[src/include/mini_cpu_config.svh]
`ifndef MINI_CPU_CONFIG_SVH
`define MINI_CPU_CONFIG_SVH

// core-wide constants for mini_cpu

// fetch starts from next pc, so the first pc sits one word below zero
`define MINI_CPU_RESET_ADDR 32'hffff_fffc

// class misc with every other field clear, executes as a no-op
`define MINI_CPU_NOP 32'hc000_0000

// nops issued after run drops, before stopped is raised
`define MINI_CPU_STOP_FLUSH 2

// instruction memory depth in words
`define MINI_CPU_IMEM_WORDS 64

// data memory depth in words
`define MINI_CPU_DMEM_WORDS 16

// architectural registers, r0 reads as zero
`define MINI_CPU_NREGS 8

`endif

[src/verilog/mini_cpu_pkg.sv]
package mini_cpu_pkg;

  // ~~~~~~~~~~~~~~~~~~~~~~~~~~~~~~~~~~~~~~~~~~~~~~~~~~~~~~~~~~~~~~~~~~~~~~
  // instruction encoding

  // mem and branch classes stall fetch until the back end clears it
  typedef enum logic [1:0] {
    CLS_ALU    = 2'b00,
    CLS_MEM    = 2'b01,
    CLS_BRANCH = 2'b10,
    CLS_MISC   = 2'b11
  } instr_class_e;

  typedef enum logic [1:0] {
    ALU_ADDI = 2'b00,  // rd = ra + imm
    ALU_ADD  = 2'b01,  // rd = ra + rb
    ALU_XOR  = 2'b10,  // rd = ra ^ rb
    ALU_LUI  = 2'b11   // rd = imm << 16
  } alu_op_e;

  typedef struct packed {
    instr_class_e       cls;   // 31:30
    logic [1:0]         op;    // 29:28, meaning depends on class
    logic [2:0]         rd;    // 27:25
    logic [2:0]         ra;    // 24:22
    logic [2:0]         rb;    // 21:19
    logic [2:0]         rsvd;  // 18:16, unused
    logic signed [15:0] imm;   // 15:0
  } instr_t;

  // ~~~~~~~~~~~~~~~~~~~~~~~~~~~~~~~~~~~~~~~~~~~~~~~~~~~~~~~~~~~~~~~~~~~~~~
  // host side: debug commands and program load

  typedef enum logic [2:0] {
    DBG_HALT     = 3'd0,
    DBG_RESUME   = 3'd1,
    DBG_READ_PC  = 3'd2,
    DBG_WRITE_PC = 3'd3,
    DBG_READ_REG = 3'd4
  } dbg_cmd_e;

  typedef struct packed {
    dbg_cmd_e    cmd;
    logic [2:0]  reg_idx;  // read_reg only
    logic [31:0] data;     // write_pc only
  } dbg_cmd_t;

  typedef struct packed {
    logic        err;   // command refused, nothing changed
    logic [31:0] data;
  } dbg_rsp_t;

  typedef struct packed {
    logic        valid;  // one word per cycle while high
    logic [5:0]  addr;   // word address
    logic [31:0] word;
  } imem_load_t;

endpackage

[src/verilog/debug_ctrl.sv]
`timescale 1ns/1ps

module debug_ctrl (
  input  logic                   clk,
  input  logic                   rst_n,
  input  logic                   dbg_req,
  input  mini_cpu_pkg::dbg_cmd_t dbg_cmd,
  input  logic                   stopped,
  input  logic [31:0]            dbg_pc,
  input  logic [31:0]            dbg_reg_val,
  output logic                   dbg_ack,
  output mini_cpu_pkg::dbg_rsp_t dbg_rsp,
  output logic                   run,
  output logic                   dbg_pc_wr_en,
  output logic [31:0]            dbg_pc_wr_val,
  output logic [2:0]             dbg_reg_sel
);

  typedef enum logic [1:0] {
    ST_IDLE,
    ST_EXEC,
    ST_WAIT_STOP,
    ST_ACK
  } state_e;

  state_e                 state;
  mini_cpu_pkg::dbg_cmd_t cmd_q;  // command held for the whole transfer
  logic                   busy;   // core not fully stopped

  assign busy          = run || !stopped;
  assign dbg_ack       = state == ST_ACK;
  assign dbg_reg_sel   = cmd_q.reg_idx;
  assign dbg_pc_wr_val = cmd_q.data;
  // single-cycle pulse, refused while running
  assign dbg_pc_wr_en  = state == ST_EXEC && !busy &&
                         cmd_q.cmd == mini_cpu_pkg::DBG_WRITE_PC;

  always_ff @(posedge clk) begin
    if (state == ST_IDLE && dbg_req)
      cmd_q <= dbg_cmd;
  end

  // ~~~~~~~~~~~~~~~~~~~~~~~~~~~~~~~~~~~~~~~~~~~~~~~~~~~~~~~~~~~~~~~~~~~~~~
  // four-phase handshake FSM, response written once per command

  always_ff @(posedge clk or negedge rst_n) begin
    if (!rst_n) begin
      state   <= ST_IDLE;
      run     <= 1'b0;   // halted until resume
      dbg_rsp <= '0;
    end else begin
      case (state)
        ST_IDLE: if (dbg_req) state <= ST_EXEC;
        ST_EXEC: begin
          state <= ST_ACK;
          case (cmd_q.cmd)
            mini_cpu_pkg::DBG_HALT: begin
              run   <= 1'b0;
              state <= ST_WAIT_STOP;  // response once drained
            end
            mini_cpu_pkg::DBG_RESUME:   dbg_rsp <= {1'b0, dbg_pc};
            mini_cpu_pkg::DBG_READ_PC:  dbg_rsp <= {1'b0, dbg_pc};
            mini_cpu_pkg::DBG_WRITE_PC: dbg_rsp <= {busy, busy ? 32'd0 : cmd_q.data};
            mini_cpu_pkg::DBG_READ_REG: dbg_rsp <= {busy, busy ? 32'd0 : dbg_reg_val};
            default:                    dbg_rsp <= {1'b1, 32'd0};  // unknown command
          endcase
          if (cmd_q.cmd == mini_cpu_pkg::DBG_RESUME)
            run <= 1'b1;
        end
        ST_WAIT_STOP: if (stopped) begin
          dbg_rsp <= {1'b0, dbg_pc};  // pc where the core parked
          state   <= ST_ACK;
        end
        default: if (!dbg_req) state <= ST_IDLE;  // ack drops next cycle
      endcase
    end
  end

endmodule

[src/verilog/exec_unit.sv]
`timescale 1ns/1ps
`include "mini_cpu_config.svh"

module exec_unit (
  input  logic                 clk,
  input  logic                 rst_n,
  input  mini_cpu_pkg::instr_t instr,
  input  logic [31:0]          pc_plus_4,
  input  logic [2:0]           dbg_reg_sel,
  output logic                 branch_taken,
  output logic [31:0]          branch_pc,
  output logic                 stall_clear,
  output logic [31:0]          dbg_reg_val
);

  localparam int DMEM_AW = $clog2(`MINI_CPU_DMEM_WORDS);

  mini_cpu_pkg::instr_t ir;      // instruction being executed
  logic [31:0]          ir_pc4;  // its pc plus 4

  logic [31:0]          regs [`MINI_CPU_NREGS];
  logic [31:0]          dmem [`MINI_CPU_DMEM_WORDS];

  logic [31:0]          op_a;
  logic [31:0]          op_b;
  logic [31:0]          imm_sx;
  logic [31:0]          alu_res;
  logic [31:0]          mem_addr;
  logic                 alu_wr;
  logic                 mem_start;

  logic                 mem_phase;  // access cycle, clears the stall
  logic                 mem_load;
  logic [2:0]           mem_rd;
  logic [DMEM_AW-1:0]   mem_idx;
  logic [31:0]          mem_rdata;

  always_ff @(posedge clk or negedge rst_n) begin
    if (!rst_n)
      ir <= mini_cpu_pkg::instr_t'(`MINI_CPU_NOP);
    else
      ir <= instr;
  end

  always_ff @(posedge clk) begin
    ir_pc4 <= pc_plus_4;
  end

  // ~~~~~~~~~~~~~~~~~~~~~~~~~~~~~~~~~~~~~~~~~~~~~~~~~~~~~~~~~~~~~~~~~~~~~~
  // operands and ALU

  assign op_a   = (ir.ra == 3'd0) ? 32'd0 : regs[ir.ra];  // r0 is zero
  assign op_b   = (ir.rb == 3'd0) ? 32'd0 : regs[ir.rb];
  assign imm_sx = {{16{ir.imm[15]}}, ir.imm};

  always_comb begin
    case (mini_cpu_pkg::alu_op_e'(ir.op))
      mini_cpu_pkg::ALU_ADDI: alu_res = op_a + imm_sx;
      mini_cpu_pkg::ALU_ADD:  alu_res = op_a + op_b;
      mini_cpu_pkg::ALU_XOR:  alu_res = op_a ^ op_b;
      default:                alu_res = {ir.imm, 16'h0000};  // lui
    endcase
  end

  assign alu_wr    = ir.cls == mini_cpu_pkg::CLS_ALU && ir.rd != 3'd0;
  assign mem_start = ir.cls == mini_cpu_pkg::CLS_MEM;
  assign mem_addr  = op_a + imm_sx;

  // ~~~~~~~~~~~~~~~~~~~~~~~~~~~~~~~~~~~~~~~~~~~~~~~~~~~~~~~~~~~~~~~~~~~~~~
  // branches resolve in the execute cycle

  assign branch_taken = ir.cls == mini_cpu_pkg::CLS_BRANCH &&
                        (ir.op == 2'd0 || (ir.op == 2'd1 && op_a == 32'd0));
  assign branch_pc    = ir_pc4 + {imm_sx[29:0], 2'b00};  // word offset
  assign stall_clear  = ir.cls == mini_cpu_pkg::CLS_BRANCH || mem_phase;

  // ~~~~~~~~~~~~~~~~~~~~~~~~~~~~~~~~~~~~~~~~~~~~~~~~~~~~~~~~~~~~~~~~~~~~~~
  // data memory, one extra cycle before stall_clear

  // fetch sends nops while stalled, so ir is a nop during mem_phase
  always_ff @(posedge clk or negedge rst_n) begin
    if (!rst_n)
      mem_phase <= 1'b0;
    else
      mem_phase <= mem_start;
  end

  always_ff @(posedge clk) begin
    if (mem_start) begin
      mem_load <= ir.op == 2'd0;
      mem_rd   <= ir.rd;
      mem_idx  <= mem_addr[DMEM_AW+1:2];
    end
    if (mem_start && ir.op == 2'd1)
      dmem[mem_addr[DMEM_AW+1:2]] <= op_b;  // store rb
  end

  assign mem_rdata = dmem[mem_idx];

  // register file, single write port shared by ALU and load
  always_ff @(posedge clk or negedge rst_n) begin
    if (!rst_n) begin
      for (int i = 0; i < `MINI_CPU_NREGS; i++)
        regs[i] <= 32'd0;
    end else if (alu_wr) begin
      regs[ir.rd] <= alu_res;
    end else if (mem_phase && mem_load && mem_rd != 3'd0) begin
      regs[mem_rd] <= mem_rdata;
    end
  end

  assign dbg_reg_val = (dbg_reg_sel == 3'd0) ? 32'd0 : regs[dbg_reg_sel];

endmodule

[src/verilog/fetch_unit.sv]
`timescale 1ns/1ps
`include "mini_cpu_config.svh"

module fetch_unit (
  input  logic                 clk,
  input  logic                 rst_n,
  input  logic                 stall_clear,
  input  logic                 branch_taken,
  input  logic [31:0]          branch_pc,
  input  logic [31:0]          fetch_data,
  input  logic                 run,
  input  logic                 dbg_pc_wr_en,
  input  logic [31:0]          dbg_pc_wr_val,
  output mini_cpu_pkg::instr_t instr,
  output logic [31:0]          pc_plus_4,
  output logic [31:0]          fetch_addr,
  output logic                 stopped,
  output logic [31:0]          dbg_pc
);

  localparam int CTR_W = $clog2(`MINI_CPU_STOP_FLUSH + 1);

  logic [31:0]          pc;           // address of the word on fetch_data
  logic [31:0]          next_pc;
  mini_cpu_pkg::instr_t fetch_word;   // rom word viewed as fields
  logic                 stall_start;  // mem/branch word being presented now
  logic                 stalling;
  logic                 stalled;      // nops go out while set
  logic                 stopping;     // draining or halted
  logic                 advance;      // pc moves on this edge
  logic [CTR_W-1:0]     stop_ctr;

  assign fetch_word = fetch_data;
  assign pc_plus_4  = pc + 32'd4;  // branch offsets are relative to this
  assign dbg_pc     = pc;

  // ~~~~~~~~~~~~~~~~~~~~~~~~~~~~~~~~~~~~~~~~~~~~~~~~~~~~~~~~~~~~~~~~~~~~~~
  // stall detection, partial decode of the class field only

  assign stall_start = !stalled && !stopping &&
                       (fetch_word.cls == mini_cpu_pkg::CLS_MEM ||
                        fetch_word.cls == mini_cpu_pkg::CLS_BRANCH);
  assign stalling    = (stall_start || stalled) && !stall_clear;
  assign advance     = !stalling && !stopping;

  // the stalling word itself goes out, the re-fetched copies do not
  assign instr = (stalled || stopping) ? mini_cpu_pkg::instr_t'(`MINI_CPU_NOP) : fetch_word;

  // ~~~~~~~~~~~~~~~~~~~~~~~~~~~~~~~~~~~~~~~~~~~~~~~~~~~~~~~~~~~~~~~~~~~~~~
  // next pc, debug write beats branch beats sequential

  always_comb begin
    if (dbg_pc_wr_en)
      next_pc = dbg_pc_wr_val;
    else if (branch_taken)
      next_pc = branch_pc;
    else
      next_pc = pc_plus_4;
  end

  // hold the rom on pc while stalling, stopping or halted
  assign fetch_addr = (dbg_pc_wr_en || (advance && run)) ? next_pc : pc;

  always_ff @(posedge clk or negedge rst_n) begin
    if (!rst_n) begin
      pc <= `MINI_CPU_RESET_ADDR;
    end else if (dbg_pc_wr_en) begin
      pc <= dbg_pc_wr_val;   // only while stopped
    end else if (advance) begin
      pc <= next_pc;
    end
  end

  // ~~~~~~~~~~~~~~~~~~~~~~~~~~~~~~~~~~~~~~~~~~~~~~~~~~~~~~~~~~~~~~~~~~~~~~
  // stall flag and stop drain

  always_ff @(posedge clk or negedge rst_n) begin
    if (!rst_n) begin
      stalled  <= 1'b0;
      stopping <= 1'b1;                        // come out of reset halted
      stopped  <= 1'b0;
      stop_ctr <= CTR_W'(`MINI_CPU_STOP_FLUSH); // one more for the rom read
    end else begin
      if (stalling)
        stalled <= 1'b1;
      else if (stall_clear)
        stalled <= 1'b0;

      if (run) begin
        stopping <= 1'b0;
        stopped  <= 1'b0;
        stop_ctr <= CTR_W'(`MINI_CPU_STOP_FLUSH - 1);
      end else begin
        if (!stalling)
          stopping <= 1'b1;  // never drop a branch mid-stall
        if (stopping && stop_ctr != '0)
          stop_ctr <= stop_ctr - 1'b1;
        if (stopping && stop_ctr == '0)
          stopped <= 1'b1;
      end
    end
  end

endmodule

[src/verilog/instr_rom.sv]
`timescale 1ns/1ps
`include "mini_cpu_config.svh"

module instr_rom (
  input  logic                     clk,
  input  logic                     rst_n,
  input  mini_cpu_pkg::imem_load_t load,
  input  logic [31:0]              fetch_addr,
  output logic [31:0]              fetch_data
);

  localparam int IDX_W = $clog2(`MINI_CPU_IMEM_WORDS);

  logic [31:0]      mem [`MINI_CPU_IMEM_WORDS];
  logic [IDX_W-1:0] rd_idx;
  logic             in_range;

  // word addressed, byte offset dropped
  assign rd_idx   = fetch_addr[IDX_W+1:2];
  assign in_range = fetch_addr[31:2] < 30'(`MINI_CPU_IMEM_WORDS);

  // ~~~~~~~~~~~~~~~~~~~~~~~~~~~~~~~~~~~~~~~~~~~~~~~~~~~~~~~~~~~~~~~~~~~~~~
  // host load port

  // host loads only while the core is stopped, so no read/write clash
  always_ff @(posedge clk) begin
    if (load.valid)
      mem[load.addr] <= load.word;
  end

  // ~~~~~~~~~~~~~~~~~~~~~~~~~~~~~~~~~~~~~~~~~~~~~~~~~~~~~~~~~~~~~~~~~~~~~~
  // registered read, one cycle behind fetch_addr

  always_ff @(posedge clk or negedge rst_n) begin
    if (!rst_n) begin
      fetch_data <= `MINI_CPU_NOP;
    end else if (in_range) begin
      fetch_data <= mem[rd_idx];
    end else begin
      fetch_data <= `MINI_CPU_NOP;  // e.g. the reset pc
    end
  end

endmodule

[src/verilog/mini_cpu_top.sv]
`timescale 1ns/1ps

module mini_cpu_top (
  input  logic                     clk,
  input  logic                     rst_n,
  input  mini_cpu_pkg::imem_load_t load,
  input  logic                     dbg_req,
  input  mini_cpu_pkg::dbg_cmd_t   dbg_cmd,
  output logic                     dbg_ack,
  output mini_cpu_pkg::dbg_rsp_t   dbg_rsp
);

  mini_cpu_pkg::instr_t instr;  // fetch to execute
  logic [31:0]          pc_plus_4;
  logic [31:0]          fetch_addr;
  logic [31:0]          fetch_data;
  logic                 stall_clear;
  logic                 branch_taken;
  logic [31:0]          branch_pc;
  logic                 run;      // debug to fetch
  logic                 stopped;
  logic [31:0]          dbg_pc;
  logic                 dbg_pc_wr_en;
  logic [31:0]          dbg_pc_wr_val;
  logic [2:0]           dbg_reg_sel;
  logic [31:0]          dbg_reg_val;

  fetch_unit u_fetch (
    .clk, .rst_n, .stall_clear, .branch_taken, .branch_pc, .fetch_data, .run,
    .dbg_pc_wr_en, .dbg_pc_wr_val, .instr, .pc_plus_4, .fetch_addr, .stopped, .dbg_pc
  );

  instr_rom u_rom (
    .clk, .rst_n, .load, .fetch_addr, .fetch_data
  );

  exec_unit u_exec (
    .clk, .rst_n, .instr, .pc_plus_4, .dbg_reg_sel,
    .branch_taken, .branch_pc, .stall_clear, .dbg_reg_val
  );

  debug_ctrl u_dbg (
    .clk, .rst_n, .dbg_req, .dbg_cmd, .stopped, .dbg_pc, .dbg_reg_val,
    .dbg_ack, .dbg_rsp, .run, .dbg_pc_wr_en, .dbg_pc_wr_val, .dbg_reg_sel
  );

endmodule
[config.mk]
export PLATFORM = sky130hd
export DESIGN_NAME = mini_cpu_top
export DESIGN_NICKNAME = d
export VERILOG_FILES = /design/src/verilog/mini_cpu_pkg.sv /design/src/verilog/debug_ctrl.sv /design/src/verilog/exec_unit.sv /design/src/verilog/fetch_unit.sv /design/src/verilog/instr_rom.sv /design/src/verilog/mini_cpu_top.sv
export VERILOG_INCLUDE_DIRS = /design/src /design/src/include
export SDC_FILE = /design/constraint.sdc
export NUM_CORES = 2
export LEC_CHECK = 0
export BUFFER_PORTS_ARGS = -buffer_cell sky130_fd_sc_hd__buf_2
export CAP_MARGIN = 30
export CORE_AREA = 5 5 559 561
export DETAILED_ROUTE_END_ITERATION = 10
export DIE_AREA = 0 0 564 566
export HOLD_SLACK_MARGIN = 0.06
export PLACE_DENSITY = 0.57
export REMOVE_ABC_BUFFERS = 1
export SYNTH_ARGS = -nofsm -noshare
export SYNTH_HDL_FRONTEND = slang
export SYNTH_SLANG_ARGS = --single-unit
[constraint.sdc]
create_clock -name clk -period 8.9 [get_ports clk]
set_clock_uncertainty 0.1 [all_clocks]
set_input_delay 1.78 -clock clk [delete_from_list [all_inputs] [get_ports clk]]
set_output_delay 1.78 -clock clk [all_outputs]
set_load 0.05 [all_outputs]
==> impl_results.md <==
- Status: finished, final reports clean
- Unique masters post-synth: 90
- Synthesized flop and latch total: 2807
- Post-synthesis sequential area ratio: 67.4%
- Total Neg Setup Slack: 0 ns
- ANT nets after route: 0
- Clock sink count: 2807
- Final cell count without fillers: 14400
- Sw Ratio: 37.7%
- Post-CTS Resized: 0
- Power per Cell Area: 299 nW/um2
- DPL Wire Length: 235000 um
- Instance count on the critical path: 15
- Gpl congestion: 0.915
- Io pins: 114
- Wl on met1: 162000 um
- Placed Cells: 13800
- Cell Area, Synth: 122000 um2
- Minimum clock period: 7.19 ns
- R2R depth: 15
- Crit path cell chain: buf_4, mux2_2, a221oi_1, a221oi_1, buf_4, nor4_1, nand4_1, mux2_2, and3_1, a22o_2, and2_2, nand3_1, nand4_1, nor3_1, nor4_1
- Worst Hold Depth: 0
- Initial detailed-routing violation count: 11300
- Share of layout cells above drive strength 1: 14.8%
- WL met2: 179000 um
- Async SR Flop Fraction: 12.7%
- Vias in the first global route: 80400
- CTS tree: done
- Period utilization: 80.8%
- Leakage power total: 48.4 nW
- Met3 routed WL: 37500 um
- Core area: 307000 um2
- Critical Path Source Type: register
- Root Buffer: clkbuf_16
- CP max stage cell: dfrtp_4
- Hold buffers post-CTS: 0
- Worst-case clock buffer depth: 4
- Crit path arrival time: 7.79 ns
- Initial antenna violation count: 34
- Worst Hold Class: reg -> reg
- First-pass GRT wire length: 569000 um
- Worst Tran Pin Value: 1.09 ns
- Total congestion overflow: 0
- Die ar.: 319000 um2
- Rows: 204
- Max layer used: met5
- Psw: 15.8 mW
- GR Util All Layers: 24.0%
- Gate power share: 34.1%
- Crit-path max FO: 58
- Unrepaired setup endpoints after global routing: no
- Max frequency: 0.139 GHz
- Buf/Inv on CP: 2
- Critical Path Sink Type: register
- Highest ir drop seen on vdd: 0.000287 V
- Die Y-Extent: 566 um
- Mapped Avg Cell Area: 12.5 um2
- Post-Synthesis Cells: 9776
- Port bufs: 110
- H-tree depth: 5
- Max_slew headroom: 26.7%
- Max Cap Violations: 0
- Fin. max-slew vios: 0
- Wire per inst: 27.6 um
- Starting Density: 39.7%
- Power share of the sequential group: 35.5%
- Internal: 26.1 mW
- Final nets: 10200
- Largest net degree at the start of global routing: 125
- Via count: 84900
- Post-synth EDFFs: 2414
- Vias per cell: 5.91
- Routed Wire Length: 397000 um
- WHS: 0.283 ns
- WS Path Type: reg -> reg
- Clock Latency Late Sink: 0.92 ns
- Ys flop type: edfxtp_1
- Delay-heaviest family, CP: simple AND/OR/NAND/NOR gates
- Clock group share of total power: 30.4%
- CP peak stage delay: 1.10 ns
- # DRC: 0
- Worst Path Required: 9.51 ns
- # setup viols final: 0
- Drt pass-1 iters: 9
- Final Hold Fails: 0
- Dpl ws: 1.88 ns
- Postcts setup bufs: 0
- Fin worst setup slack: 1.71 ns
- CTS buffer count: 310
- Synth Warn #: 0
- DIE WIDTH: 564 um
- Area growth syn-to-layout: 14.7%
- Reg clk slew, reported paths: 0.06 ns
[through the flow]
stage	instance area, um2	power, mW	utilization [%]
floorplan	119000	22.8	-
global placement	129000	29.2	42.1
detailed placement	130000	29.4	42.2
CTS	140000	42.1	45.5
global route	140000	43.8	45.5
finish	140000	41.9	45.5
[registers in the layout, summed over array words and instances (netlist names), 3 cells and up, named ones only]
register	flops
u_exec.dmem	512
u_dbg.dbg_rsp	33
u_exec.imm_sx	16
u_exec.ir_pc4	32
u_exec.regs	225
u_exec.mem_rd	3
u_dbg.dbg_reg_sel	3
u_exec.ir	13
u_fetch.dbg_pc	32
u_exec.mem_idx	4
u_rom.fetch_data	29
u_rom.mem	1856
u_dbg.dbg_pc_wr_val	32
u_dbg.cmd_q	3
[placed cells by master (no fill, tap or decap), types with 78 or more instances in the layout]
cell | synthesis | layout
nand3_1 | 1279 | 1279
mux2_2 | 130 | 130
edfxtp_1 | 2414 | 2414
nor2_1 | 369 | 280
mux4_2 | 223 | 223
o21ai_0 | 311 | 303
a21oi_1 | 342 | 339
dfrtp_1 | 321 | 314
ha_1 | 97 | 97
inv_1 | 98 | 98
buf_4 | 5 | 358
clkbuf_16 | 0 | 315
clkbuf_1 | 442 | 80
nor3_1 | 107 | 91
buf_2 | 101 | 111
a31oi_1 | 78 | 78
nand2_1 | 2134 | 2134
nor2_4 | 0 | 80
a22oi_1 | 183 | 183
[power groups by stage]
stage	Combinational, mW	Clock [mW]	Sequential (mW)
CTS	14.3	12.9	14.9
global placement	14.1	0	15.1
detailed placement	14.3	0	15.1
global route	15.5	13.4	14.9
floorplan	7.48	0	15.3
finish	14.3	12.7	14.9
[final timing paths]
kind	slack, ns	end	start
max in group asynchronous	6.43	u_exec.regs[42]	rst_n
hold reg to reg	0.28	u_exec.regs[249]	u_exec.regs[249]
hold / removal	0.28	u_exec.regs[249]	u_exec.regs[249]
min in group asynchronous	0.83	u_exec.regs[145]	rst_n
setup / recovery	1.71	u_rom.fetch_data[2]	u_exec.ir[22]
setup reg to reg	1.71	u_rom.fetch_data[2]	u_exec.ir[22]
[per-layer routing]
layer	GRT usage, %	up-vias
met5	0	-
met4	10.1	24
met3	4.67	858
met2	36.8	4300
met1	33.6	42900
li1	-	36900
[layout make-up]
type | count | area [um2]
timing repair buffer | 526 | 4380
multi-input combinational | 6235 | 37800
clock inverter | 167 | 1710
tap | 4120 | 5150
clock buffer | 403 | 8290
sequential | 2807 | 82200
antenna | 12 | 30.0
inverter | 98 | 368
fill | 27500 | 167000
[logic make-up (layout without fill, tap and decap cells)]
kind of cell | Yosys count | count (layout) | share of synthesized area [%]
other | 0 | 12 | 0
flip-flops | 2807 | 2807 | 67.4
XOR/XNOR | 85 | 85 | 0.610
adder cells (fa/ha/maj) | 100 | 100 | 1.04
multiplexers | 430 | 430 | 5.96
AO/OA/AOI/OAI | 1412 | 1412 | 7.53
buffers and inverters | 734 | 1194 | 2.43
AND/OR/NAND/NOR | 4208 | 4208 | 15.1
[synth_stat cells, drive strengths merged (108+ instances only)]
cell type  instances  area share, %
a22oi            183            1.1
mux2             142            1.3
edfxtp          2414             59
nor2             369            1.1
a21oi            344            1.4
clkbuf           442            1.4
o21ai            337            1.4
buf              194           0.76
nand2           2134            6.6
mux4             223            4.1
nand3           1279            5.2
dfrtp            321            6.6
nor3             108           0.45
Power figures use the tool's default switching activity.
